## src/common/exec_pipe_defines.svh

```systemverilog
`ifndef EXEC_PIPE_DEFINES_SVH
`define EXEC_PIPE_DEFINES_SVH

// Operand word width
`define EP_DATA_W     32

// Register file geometry
`define EP_REG_ADDR_W 5
`define EP_NUM_REGS   32

// Shift distance field
`define EP_SHAMT_W    5

`endif

```

## src/common/exec_pipe_pkg.sv

```systemverilog
`default_nettype none

`include "exec_pipe_defines.svh"

package exec_pipe_pkg;

    typedef logic [`EP_DATA_W-1:0]     data_t;
    typedef logic [`EP_REG_ADDR_W-1:0] reg_addr_t;
    typedef logic [`EP_SHAMT_W-1:0]    shamt_t;

    // ADD and SUB are the trapping forms
    typedef enum logic [3:0] {
        ALU_ADD  = 4'd0,
        ALU_ADDU = 4'd1,
        ALU_SUB  = 4'd2,
        ALU_SUBU = 4'd3,
        ALU_AND  = 4'd4,
        ALU_OR   = 4'd5,
        ALU_XOR  = 4'd6,
        ALU_NOR  = 4'd7,
        ALU_SLT  = 4'd8,
        ALU_SLTU = 4'd9,
        ALU_LUI  = 4'd10
    } alu_op_e;

    typedef enum logic [1:0] {SH_SLL = 2'd0, SH_SRL = 2'd1, SH_SRA = 2'd2} shift_op_e;

    typedef enum logic [1:0] {RES_ALU = 2'd0, RES_SHIFT = 2'd1, RES_MOVE = 2'd2} res_sel_e;

    typedef enum logic [1:0] {
        MOVE_ALWAYS     = 2'd0,
        MOVE_IF_ZERO    = 2'd1,
        MOVE_IF_NONZERO = 2'd2
    } move_cond_e;

    typedef enum logic [1:0] {FROM_REG = 2'd0, FROM_MEM = 2'd1, FROM_WB = 2'd2} fwd_sel_e;

    // Pre-decoded operation with imm already extended by the issuer
    typedef struct packed {
        alu_op_e    alu_op;
        shift_op_e  shift_op;
        res_sel_e   res_sel;
        move_cond_e move_cond;
        logic       b_imm;
        logic       shamt_reg;
        shamt_t     shamt;
        data_t      imm;
        reg_addr_t  rs;
        reg_addr_t  rt;
        reg_addr_t  rd;
        logic       reg_w;
        logic       trap_of;
    } micro_op_t;

    // Contents of EX/MEM and MEM/WB
    typedef struct packed {
        logic      retire;
        logic      reg_w;
        reg_addr_t rd;
        data_t     data;
    } stage_result_t;

endpackage

`default_nettype wire

```

## src/execute/alu.sv

```systemverilog
`timescale 1ns/1ps
`default_nettype none

`include "exec_pipe_defines.svh"

module alu (
    input  wire exec_pipe_pkg::data_t    a,
    input  wire exec_pipe_pkg::data_t    b,
    input  wire exec_pipe_pkg::alu_op_e  op,
    output exec_pipe_pkg::data_t         result,
    output logic                         overflow
);

    localparam int MSB = `EP_DATA_W - 1;

    exec_pipe_pkg::data_t sum;
    exec_pipe_pkg::data_t diff;

    assign sum  = a + b;
    assign diff = a - b;

    always_comb begin
        overflow = 1'b0;
        case (op)
            exec_pipe_pkg::ALU_ADD: begin
                result   = sum;
                overflow = (a[MSB] == b[MSB]) && (sum[MSB] != a[MSB]);
            end
            exec_pipe_pkg::ALU_SUB: begin
                result   = diff;
                overflow = (a[MSB] != b[MSB]) && (diff[MSB] != a[MSB]);
            end
            exec_pipe_pkg::ALU_ADDU: result = sum;
            exec_pipe_pkg::ALU_SUBU: result = diff;
            exec_pipe_pkg::ALU_AND:  result = a & b;
            exec_pipe_pkg::ALU_OR:   result = a | b;
            exec_pipe_pkg::ALU_XOR:  result = a ^ b;
            exec_pipe_pkg::ALU_NOR:  result = ~(a | b);
            exec_pipe_pkg::ALU_SLT:  result = exec_pipe_pkg::data_t'($signed(a) < $signed(b));
            exec_pipe_pkg::ALU_SLTU: result = exec_pipe_pkg::data_t'(a < b);
            // Immediate lands in the upper half
            exec_pipe_pkg::ALU_LUI:  result = b << (`EP_DATA_W / 2);
            default:                 result = '0;
        endcase
    end

endmodule

`default_nettype wire

```

## src/execute/barrel_shifter.sv

```systemverilog
`timescale 1ns/1ps
`default_nettype none

`include "exec_pipe_defines.svh"

module barrel_shifter (
    input  wire exec_pipe_pkg::data_t       shift_in,
    input  wire exec_pipe_pkg::shamt_t      amount,
    input  wire exec_pipe_pkg::shift_op_e   op,
    output exec_pipe_pkg::data_t            shift_out
);

    localparam int W = `EP_DATA_W;

    logic fill;

    // Sign fill only for arithmetic right shift
    assign fill = (op == exec_pipe_pkg::SH_SRA) ? shift_in[W-1] : 1'b0;

    // One level per amount bit, distance doubling each level
    always_comb begin
        exec_pipe_pkg::data_t level;
        logic [2*W-1:0]       wide;
        level = shift_in;
        wide  = '0;
        for (int i = 0; i < `EP_SHAMT_W; i++) begin
            if (amount[i]) begin
                if (op == exec_pipe_pkg::SH_SLL) begin
                    level = level << (1 << i);
                end else begin
                    wide  = {{W{fill}}, level} >> (1 << i);
                    level = wide[W-1:0];
                end
            end
        end
        shift_out = level;
    end

endmodule

`default_nettype wire

```

## src/execute/execute_stage.sv

```systemverilog
`timescale 1ns/1ps
`default_nettype none

`include "exec_pipe_defines.svh"

module execute_stage (
    input  wire                                ui_clk_from_ddr,
    input  wire                                rst_n,
    input  wire                                issue,
    input  wire exec_pipe_pkg::micro_op_t      uop,
    input  wire exec_pipe_pkg::data_t          rs_data,
    input  wire exec_pipe_pkg::data_t          rt_data,
    input  wire exec_pipe_pkg::fwd_sel_e       a_sel,
    input  wire exec_pipe_pkg::fwd_sel_e       b_sel,
    input  wire exec_pipe_pkg::stage_result_t  wb,
    output exec_pipe_pkg::reg_addr_t           ex_rs,
    output exec_pipe_pkg::reg_addr_t           ex_rt,
    output exec_pipe_pkg::stage_result_t       mem_stage
);

    logic                     idex_valid;
    logic                     idex_reg_w;
    exec_pipe_pkg::micro_op_t idex_uop;
    exec_pipe_pkg::data_t     idex_rs_data;
    exec_pipe_pkg::data_t     idex_rt_data;

    exec_pipe_pkg::data_t     op_a;
    exec_pipe_pkg::data_t     op_b;
    exec_pipe_pkg::data_t     alu_b;
    exec_pipe_pkg::data_t     alu_out;
    exec_pipe_pkg::data_t     shift_out;
    exec_pipe_pkg::data_t     ex_result;
    exec_pipe_pkg::shamt_t    shift_amt;
    logic                     overflow;
    logic                     move_ok;
    logic                     ex_reg_w;

    function automatic exec_pipe_pkg::data_t fwd_mux(
        input exec_pipe_pkg::fwd_sel_e sel,
        input exec_pipe_pkg::data_t    reg_val,
        input exec_pipe_pkg::data_t    mem_val,
        input exec_pipe_pkg::data_t    wb_val
    );
        case (sel)
            exec_pipe_pkg::FROM_MEM: return mem_val;
            exec_pipe_pkg::FROM_WB:  return wb_val;
            default:                 return reg_val;
        endcase
    endfunction

    ////////////////////////////////////////////////////////////
    // ID/EX register
    ////////////////////////////////////////////////////////////
    always_ff @(posedge ui_clk_from_ddr) begin
        if (!rst_n) begin
            idex_valid <= 1'b0;
            idex_reg_w <= 1'b0;
        end else begin
            idex_valid <= issue;
            idex_reg_w <= issue && uop.reg_w;
        end
        if (issue) begin
            idex_uop     <= uop;
            idex_rs_data <= rs_data;
            idex_rt_data <= rt_data;
        end
    end

    assign ex_rs = idex_uop.rs;
    assign ex_rt = idex_uop.rt;

    // Bypassed operands, then B and shift amount sources
    assign op_a      = fwd_mux(a_sel, idex_rs_data, mem_stage.data, wb.data);
    assign op_b      = fwd_mux(b_sel, idex_rt_data, mem_stage.data, wb.data);
    assign alu_b     = idex_uop.b_imm ? idex_uop.imm : op_b;
    assign shift_amt = idex_uop.shamt_reg ? op_a[`EP_SHAMT_W-1:0] : idex_uop.shamt;

    alu u_alu (
        .a        ( op_a            ),
        .b        ( alu_b           ),
        .op       ( idex_uop.alu_op ),
        .result   ( alu_out         ),
        .overflow ( overflow        )
    );

    barrel_shifter u_barrel_shifter (
        .shift_in  ( op_b              ),
        .amount    ( shift_amt         ),
        .op        ( idex_uop.shift_op ),
        .shift_out ( shift_out         )
    );

    always_comb begin
        case (idex_uop.res_sel)
            exec_pipe_pkg::RES_SHIFT: ex_result = shift_out;
            exec_pipe_pkg::RES_MOVE:  ex_result = op_a;
            default:                  ex_result = alu_out;
        endcase
    end

    // Conditional move tests the rt value
    always_comb begin
        case (idex_uop.move_cond)
            exec_pipe_pkg::MOVE_IF_ZERO:    move_ok = (op_b == '0);
            exec_pipe_pkg::MOVE_IF_NONZERO: move_ok = (op_b != '0);
            default:                        move_ok = 1'b1;
        endcase
    end

    assign ex_reg_w = idex_reg_w && !(idex_uop.trap_of && overflow) && move_ok
                      && (idex_uop.rd != '0);

    ////////////////////////////////////////////////////////////
    // EX/MEM register
    ////////////////////////////////////////////////////////////
    always_ff @(posedge ui_clk_from_ddr) begin
        if (!rst_n) begin
            mem_stage.retire <= 1'b0;
            mem_stage.reg_w  <= 1'b0;
        end else begin
            mem_stage.retire <= idex_valid;
            mem_stage.reg_w  <= ex_reg_w;
        end
        mem_stage.rd   <= idex_uop.rd;
        mem_stage.data <= ex_result;
    end

endmodule

`default_nettype wire

```

## src/execute/forward_unit.sv

```systemverilog
`timescale 1ns/1ps
`default_nettype none

module forward_unit (
    input  wire exec_pipe_pkg::reg_addr_t      ex_rs,
    input  wire exec_pipe_pkg::reg_addr_t      ex_rt,
    input  wire exec_pipe_pkg::stage_result_t  mem_stage,
    input  wire exec_pipe_pkg::stage_result_t  wb,
    output exec_pipe_pkg::fwd_sel_e            a_sel,
    output exec_pipe_pkg::fwd_sel_e            b_sel
);

    // Youngest producer wins, so MEM is checked before WB
    function automatic exec_pipe_pkg::fwd_sel_e pick_source(
        input exec_pipe_pkg::reg_addr_t     addr,
        input exec_pipe_pkg::stage_result_t mem_s,
        input exec_pipe_pkg::stage_result_t wb_s
    );
        if (mem_s.reg_w && mem_s.rd != '0 && mem_s.rd == addr)
            return exec_pipe_pkg::FROM_MEM;
        if (wb_s.reg_w && wb_s.rd != '0 && wb_s.rd == addr)
            return exec_pipe_pkg::FROM_WB;
        return exec_pipe_pkg::FROM_REG;
    endfunction

    assign a_sel = pick_source(ex_rs, mem_stage, wb);
    assign b_sel = pick_source(ex_rt, mem_stage, wb);

endmodule

`default_nettype wire

```

## src/hdl/exec_pipe.sv

```systemverilog
`timescale 1ns/1ps
`default_nettype none

module exec_pipe (
    input  wire                              ui_clk_from_ddr,
    input  wire                              rst_n,
    input  wire                              issue,
    input  wire exec_pipe_pkg::micro_op_t     uop,
    output exec_pipe_pkg::stage_result_t     wb
);

    exec_pipe_pkg::data_t         rs_data;
    exec_pipe_pkg::data_t         rt_data;
    exec_pipe_pkg::fwd_sel_e      a_sel;
    exec_pipe_pkg::fwd_sel_e      b_sel;
    exec_pipe_pkg::reg_addr_t     ex_rs;
    exec_pipe_pkg::reg_addr_t     ex_rt;
    exec_pipe_pkg::stage_result_t mem_stage;

    // Operands are read straight from the issued op
    execute_stage u_execute_stage (
        .ui_clk_from_ddr ( ui_clk_from_ddr ),
        .rst_n           ( rst_n           ),
        .issue           ( issue           ),
        .uop             ( uop             ),
        .rs_data         ( rs_data         ),
        .rt_data         ( rt_data         ),
        .a_sel           ( a_sel           ),
        .b_sel           ( b_sel           ),
        .wb              ( wb              ),
        .ex_rs           ( ex_rs           ),
        .ex_rt           ( ex_rt           ),
        .mem_stage       ( mem_stage       )
    );

    forward_unit u_forward_unit (
        .ex_rs     ( ex_rs     ),
        .ex_rt     ( ex_rt     ),
        .mem_stage ( mem_stage ),
        .wb        ( wb        ),
        .a_sel     ( a_sel     ),
        .b_sel     ( b_sel     )
    );

    writeback_unit u_writeback_unit (
        .ui_clk_from_ddr ( ui_clk_from_ddr ),
        .rst_n           ( rst_n           ),
        .mem_stage       ( mem_stage       ),
        .rs_addr         ( uop.rs          ),
        .rt_addr         ( uop.rt          ),
        .rs_data         ( rs_data         ),
        .rt_data         ( rt_data         ),
        .wb              ( wb              )
    );

endmodule

`default_nettype wire

```

## src/hdl/writeback_unit.sv

```systemverilog
`timescale 1ns/1ps
`default_nettype none

`include "exec_pipe_defines.svh"

module writeback_unit (
    input  wire                                ui_clk_from_ddr,
    input  wire                                rst_n,
    input  wire exec_pipe_pkg::stage_result_t  mem_stage,
    input  wire exec_pipe_pkg::reg_addr_t      rs_addr,
    input  wire exec_pipe_pkg::reg_addr_t      rt_addr,
    output exec_pipe_pkg::data_t               rs_data,
    output exec_pipe_pkg::data_t               rt_data,
    output exec_pipe_pkg::stage_result_t       wb
);

    exec_pipe_pkg::data_t gpr [`EP_NUM_REGS];

    // Write-first read with register 0 hardwired to zero
    function automatic exec_pipe_pkg::data_t read_port(
        input exec_pipe_pkg::reg_addr_t     addr,
        input exec_pipe_pkg::data_t         stored,
        input exec_pipe_pkg::stage_result_t wr
    );
        if (addr == '0)
            return '0;
        if (wr.reg_w && wr.rd == addr)
            return wr.data;
        return stored;
    endfunction

    ////////////////////////////////////////////////////////////
    // MEM/WB register
    ////////////////////////////////////////////////////////////
    always_ff @(posedge ui_clk_from_ddr) begin
        if (!rst_n) begin
            wb.retire <= 1'b0;
            wb.reg_w  <= 1'b0;
        end else begin
            wb.retire <= mem_stage.retire;
            wb.reg_w  <= mem_stage.reg_w;
        end
        wb.rd   <= mem_stage.rd;
        wb.data <= mem_stage.data;
    end

    // Array update one edge after the op shows on wb
    always_ff @(posedge ui_clk_from_ddr) begin
        if (!rst_n) begin
            for (int i = 0; i < `EP_NUM_REGS; i++)
                gpr[i] <= '0;
        end else if (wb.reg_w && wb.rd != '0) begin
            gpr[wb.rd] <= wb.data;
        end
    end

    assign rs_data = read_port(rs_addr, gpr[rs_addr], wb);
    assign rt_data = read_port(rt_addr, gpr[rt_addr], wb);

endmodule

`default_nettype wire

```

## config.mk

```make
export PLATFORM = sky130hd
export DESIGN_NAME = exec_pipe
export DESIGN_NICKNAME = d
export VERILOG_FILES = /design/src/common/exec_pipe_pkg.sv /design/src/execute/alu.sv /design/src/execute/barrel_shifter.sv /design/src/execute/execute_stage.sv /design/src/execute/forward_unit.sv /design/src/hdl/exec_pipe.sv /design/src/hdl/writeback_unit.sv
export VERILOG_INCLUDE_DIRS = /design/src /design/src/common
export SDC_FILE = /design/constraint.sdc
export NUM_CORES = 2
export LEC_CHECK = 0
export BUFFER_PORTS_ARGS = -buffer_cell sky130_fd_sc_hd__buf_2
export CAP_MARGIN = 40
export CORE_UTILIZATION = 60
export DETAILED_ROUTE_END_ITERATION = 12
export PLACE_DENSITY = 0.77
export RECOVER_POWER = 100
export SETUP_SLACK_MARGIN = 0.4
export SLEW_MARGIN = 20
export SYNTH_ARGS = -nofsm -noshare
export SYNTH_HDL_FRONTEND = slang
export SYNTH_SLANG_ARGS = --single-unit
export TNS_END_PERCENT = 20
```

## constraint.sdc

```tcl
create_clock -name ui_clk_from_ddr -period 15.57 [get_ports ui_clk_from_ddr]
set_clock_uncertainty 0.2 [all_clocks]
set_input_delay 0 -clock ui_clk_from_ddr [delete_from_list [all_inputs] [get_ports ui_clk_from_ddr]]
set_output_delay 0 -clock ui_clk_from_ddr [all_outputs]
set_load 0.01 [all_outputs]
```

* After elaboration in Yosys (flattened, before gate mapping)
Memories as Yosys holds them, arrays and structs flattened.
Index checks and enable logic that the tools add are counted.
** Cells by class
- Muxes and demuxes :: 54
- Add/subtract/negate cells :: 2
- Reductions and logical operators :: 28
- Eq/ne operators :: 29
- Bitwise logic cells :: 4
- Magnitude comparators :: 2
** Operators by type and width (count)
- $mux 32 :: 20
- $pmux 32 s9 :: 1
- $pmux 32 s2 :: 3
- $lt 32x32->1 :: 2
- $add 32x32->32 :: 1
- $and 32x32->32 :: 1
- $logic_not 32->1 :: 1
- $not 32->32 :: 1
- $or 32x32->32 :: 1
- $reduce_bool 32->1 :: 1
- $reduce_or 32->1 :: 1
- $sub 32x32->32 :: 1
- $xor 32x32->32 :: 1
- $eq 5x5->1 :: 6
- $mux 1 :: 18
- $eq 4x3->1 const B :: 4
- $mux 2 :: 8
- $logic_and 1x1->1 :: 15
- $reduce_bool 5->1 :: 3
- $eq 4x4->1 const B :: 3
- $eq 2x2->1 const B :: 5
- $logic_not 5->1 :: 2
- $mux 5 :: 2
- $eq 2x1->1 const B :: 4
- 9 further kinds :: 14
** Word-level totals
- Input port bits :: 69
- Memories kept :: 1
- Register bits after elaboration :: 209
- RAM bits :: 1024
** Memory list
- u_writeback_unit.gpr :: words 32, bits a word 32, read ports 2, clocked after memory_dff 0, write ports 32, RTL line writeback_unit.sv:17 : exec_pipe_pkg::data_t gpr [`EP_NUM_REGS];

* Depth between registers and ports, before layout
- Depth in word-level cells :: 21
- Gate-level depth with buffers :: 25

* Modules after synthesis
Synthesis repeated with hierarchy kept, for this count alone.
** Unflattened totals
- Cell total of the unflattened synthesis :: 6042
- Area total of the unflattened synthesis :: 73759.5 um^2
** Modules (own cells, without submodules)
- writeback_unit :: instances 1, cells an instance 3862, area each 55838.6 um^2
- execute_stage :: instances 1, cells an instance 619, area each 7424.6 um^2
- alu :: instances 1, cells an instance 814, area each 5487.8 um^2
- barrel_shifter :: instances 1, cells an instance 713, area each 4738.3 um^2
- forward_unit :: instances 1, cells an instance 34, area each 270.3 um^2

* Least setup slack after synthesis
No wires, ideal clock.
- Kind :: reg2reg
- From :: register, netlist name u_execute_stage.mem_stage[33]
- To :: register, netlist name u_execute_stage.mem_stage[30]
- Data arrival time :: 5.269 ns
- Data required time :: 15.230 ns
- Library setup time :: 0.140 ns
- Cell stages (with the launch flop) :: 24
- Slack :: 9.962 ns
- Cell sequence :: dfxtp_1 > or4_4 > o211ai_4 > nor2_2 > clkbuf_1 > clkbuf_1 > clkbuf_1 > nor3_1 > nor2_1 > inv_1 > ha_1 > inv_1 > fa_1 > a21o_1 > a21oi_1 > o221ai_1 > a311oi_1 > a21oi_1 > a2111oi_0 > nor2_1 > a2111o_1 > a21oi_1 > xnor2_1 > o221ai_1
** Between the ends
- Longest elaborated chain between the ends :: 18
- Elaborated cells between the ends (all ways) :: 37
- Those cells by class :: 2 x add/sub; 6 x eq/ne; 21 x mux; 4 x bitwise; 4 x reduce/logical
** RTL lines
- branches (longest 17 deep; another with $sub 32x32->32)
- $pmux 32 s2 * :: RTL line execute_stage.sv:94 : case (idex_uop.res_sel)
- via u_execute_stage.ex_result[30] :: RTL line execute_stage.sv:32 : exec_pipe_pkg::data_t ex_result;
Mark *: on every way through the listed nets, which the timed path passes.
A chain may end at the register's enable or synchronous reset.

* Worst setup path in the final report
- From :: input port uop[12] (netlist bit)
- To :: register u_execute_stage.idex_rs_data[19], data pin
** Between the ends
- Longest elaborated chain between the ends :: 6
- Elaborated cells between the ends (all ways) :: 10
- Those cells by class :: 1 x eq/ne; 6 x mux; 2 x reduce/logical; 1 x memory
** RTL lines
- start: declaration :: RTL line exec_pipe.sv:8 : input wire exec_pipe_pkg::micro_op_t uop,
- branches (longest 5 deep; another with $mem_v2 32x32)
- $mux 32 * :: RTL line writeback_unit.sv:27 : if (wr.reg_w && wr.rd == addr)
- end signal: assignment :: RTL line execute_stage.sv:64 : idex_rs_data <= rs_data;
- end: declaration :: RTL line execute_stage.sv:24 : exec_pipe_pkg::data_t idex_rs_data;
Every way passes the cells marked *. The select of a mux whose other input is x is not followed.

==> out/qor.yml <==
power:
  p_per_area_mw_per_mm2: 114
  peakVddDrop_mv: 0.120
  power_w: 0.00926
  power.leakage_nw: 28.3
floorplanning:
  fp.dieH_um: 352
  die_x_um: 352
  start_util: 0.608
  die_area_mm2: 0.124
  ioPinCount: 108
  placementRows: 127
  core-area_mm2: 0.121
worst_hold_path:
  holdCritPathClass: "reg -> reg"
global_routing:
  grtUsageTotal: 0.472
  grt_max_degree: 114
  grt_pass1_vias: 53906
  antenna_found_initial: 17
  overflow: 0
  grt_pass1_wl_um: 403000
clock_tree:
  cts_tree: "built"
  cts_root_buf: "clkbuf_16"
  clock_latency_ns: 0.80
  path_clk_slew_ns: 0.06
  ctsHoldBuffers: 123
  clk_path_buf_depth: 3
  cts_htree_levels: 4
  cts_setup_buffers: 0
  cts_inserted_buffers: 136
  cts_resized: 0
  cts_sinks: 1233
detailed_routing:
  wl_per_cell_um: 38.9
  ant_nets: 0
  drc_errors: 0
  first_pass_iters: 6
  wl_um: 290000
  num_vias: 55589
  avgViaCountPerCell: 7.45
  drt_iter0_drc: 9601
sta:
  max_slew.worst_pin.slew_ns: 7.97
  fin_crit_ns: 9.96
  grt_setup_unrepaired: "no"
  maxSlewHeadroom: -4.32
  hold_violations: 0
  finalSetupTns_ns: 0
  fin_crit_sh: 0.640
  setup_viol: 0
  fin_ws_ns: 5.61
  final_max_slew_viol_count: 3800
  max_freq_ghz: 0.100
final_layout:
  syn2layout_area_growth_pct: 10.4
  utilization: 0.672
  fill_cells: 8416
  nets: 5908
  fin_cells: 7458
  drive_gt1_frac: 0.194
synthesis:
  synth.distinct_cells: 103
  ys.flop_type: "edfxtp_1"
  synth_area_mm2: 0.0734
  ys_seq_area_frac: 0.494
  synth_edf_count: 1153
  async_flop_share: 0
  ys_warn_count: 0
  syn_inst: 5690
  synth-seq-cells: 1233
  syn_area_per_cell_um2: 12.9
placed_design:
  place_inst: 7077
  post-place-ws_ns: 8.33
  hpwl_um: 186000
  numPortBuffers: 107
  place_congestion: 1.06
setup_path:
  slowest_delay_ns: 4.43
  path_cells: "clkbuf_1 > clkbuf_1 > clkbuf_1 > buf_12 > mux4_2 > mux4_2 > mux2i_1 > a211oi_1"
  cp_num_buf_inv: 4
  crit_path_start_kind: "input pin"
  crit_top_cell: "clkbuf_1"
  arrival_ns: 10.22
  worst-endpoint-required_ns: 15.82
  end_kind: "flip-flop"
  worstPathMaxFanout: 71
  cp_top_family: "buffers and inverters"
  path_class: "in -> reg"
  cp_slowest_cell: "clkbuf_1"
run_status:
  outcome: "finished with violations"
  failed_checks: "max-capacitance violations, max-slew violations"
run:
  cap_violations: 117
==> area by class of cell <==
cell class	instances	area (um^2)	share of cell area
sequential	1233	36200	0.447
timing repair buffer	462	3350	0.0414
inverter	119	447	0.00551
tap	1612	2020	0.0249
clock inverter	62	647	0.00799
antenna	10	25.0	0.000309
clock buffer	176	3600	0.0444
multi-input combinational	3784	34700	0.428
==> sequential cells by signal, summed over array words and instances (netlist names) <==
signal / count
u_writeback_unit.gpr: 1024
u_execute_stage.idex_uop: 55
u_execute_stage.mem_stage: 39
u_writeback_unit.wb: 39
u_execute_stage.idex_rs_data: 32
u_execute_stage.idex_rt_data: 32
u_execute_stage.ex_rs: 5
u_execute_stage.ex_rt: 5
u_execute_stage.idex_reg_w: 1
u_execute_stage.idex_valid: 1
==> cells by family (layout without fill, tap and decap cells) <==
| logic type | count (synthesis) | count (layout) | share of synthesized area |
|---|---|---|---|
| other | 1 | 42 | 0.0000511 |
| AO/OA/AOI/OAI | 922 | 922 | 0.0830 |
| multiplexers | 819 | 819 | 0.223 |
| XOR/XNOR | 65 | 65 | 0.00786 |
| flip-flops | 1233 | 1233 | 0.494 |
| adder cells (fa/ha/maj) | 103 | 103 | 0.0178 |
| buffers and inverters | 704 | 819 | 0.0381 |
| AND/OR/NAND/NOR | 1843 | 1843 | 0.136 |
==> placed cells by master, fill, tap and decap left out, drive strengths merged, types with 146 or more instances in the layout <==
cell type	n
o21ai	264
buf	198
mux4	653
nor3	146
and2	946
nor2	281
nand2	249
edfxtp	1153
clkbuf	317
a21oi	168
==> stage by stage <==
| step | hold WS [ns] | area, um^2 |
|---|---|---|
| detailed placement | -0.0219 | 76500 |
| global route | 0.226 | 81000 |
| finish | 0.211 | 81000 |
| CTS | 0.00778 | 82000 |
| floorplan | -0.101 | 73500 |
| global placement | -0.0230 | 75800 |
==> cells in the mapped netlist, drive strengths merged (19+ instances only) <==
cell	instances	share of area
a211o	19	0.0023
a211oi	90	0.0092
a21o	21	0.0021
a21oi	168	0.012
a221oi	29	0.0036
a22oi	20	0.0020
a31oi	62	0.0053
and2	946	0.081
buf	137	0.0090
clkbuf	448	0.023
dfxtp	80	0.022
edfxtp	1153	0.47
ha	101	0.017
inv	118	0.0060
mux2	23	0.0036
mux2i	143	0.020
mux4	653	0.20
nand2	249	0.013
nand3	93	0.0063
nand4	34	0.0029
nor2	281	0.015
nor3	146	0.010
o211ai	44	0.0049
o21ai	264	0.018
o22ai	24	0.0021
xnor2	48	0.0057
==> final timing paths <==
path                                    startpoint                                              to  slack (ns)  depth (start not counted)
max                                        uop[12]  u_execute_stage.idex_rs_data[19]$_SDFFCE_PN0P_        5.61                          8
min          u_execute_stage.mem_stage[34]$_DFF_P_                 u_writeback_unit.wb[34]$_DFF_P_        0.21                          0
max reg2reg        u_writeback_unit.wb[32]$_DFF_P_           u_execute_stage.mem_stage[18]$_DFF_P_        6.88                         20
min reg2reg  u_execute_stage.mem_stage[34]$_DFF_P_                 u_writeback_unit.wb[34]$_DFF_P_        0.21                          0
==> power by group <==
part           total, W  switching (W)  internal, W
Combinational   0.00210        0.00141     0.000687
Sequential      0.00399       0.000181      0.00381
Clock           0.00318        0.00141      0.00176
Total           0.00926        0.00300      0.00626
==> routing by layer <==
metal,part of all wire,global-route usage
met2,0.43,0.682
met3,0.15,0.145
met4,0.086,0.330
met5,0.00021,0
met1,0.34,0.612
Power figures use the tool's default switching activity.
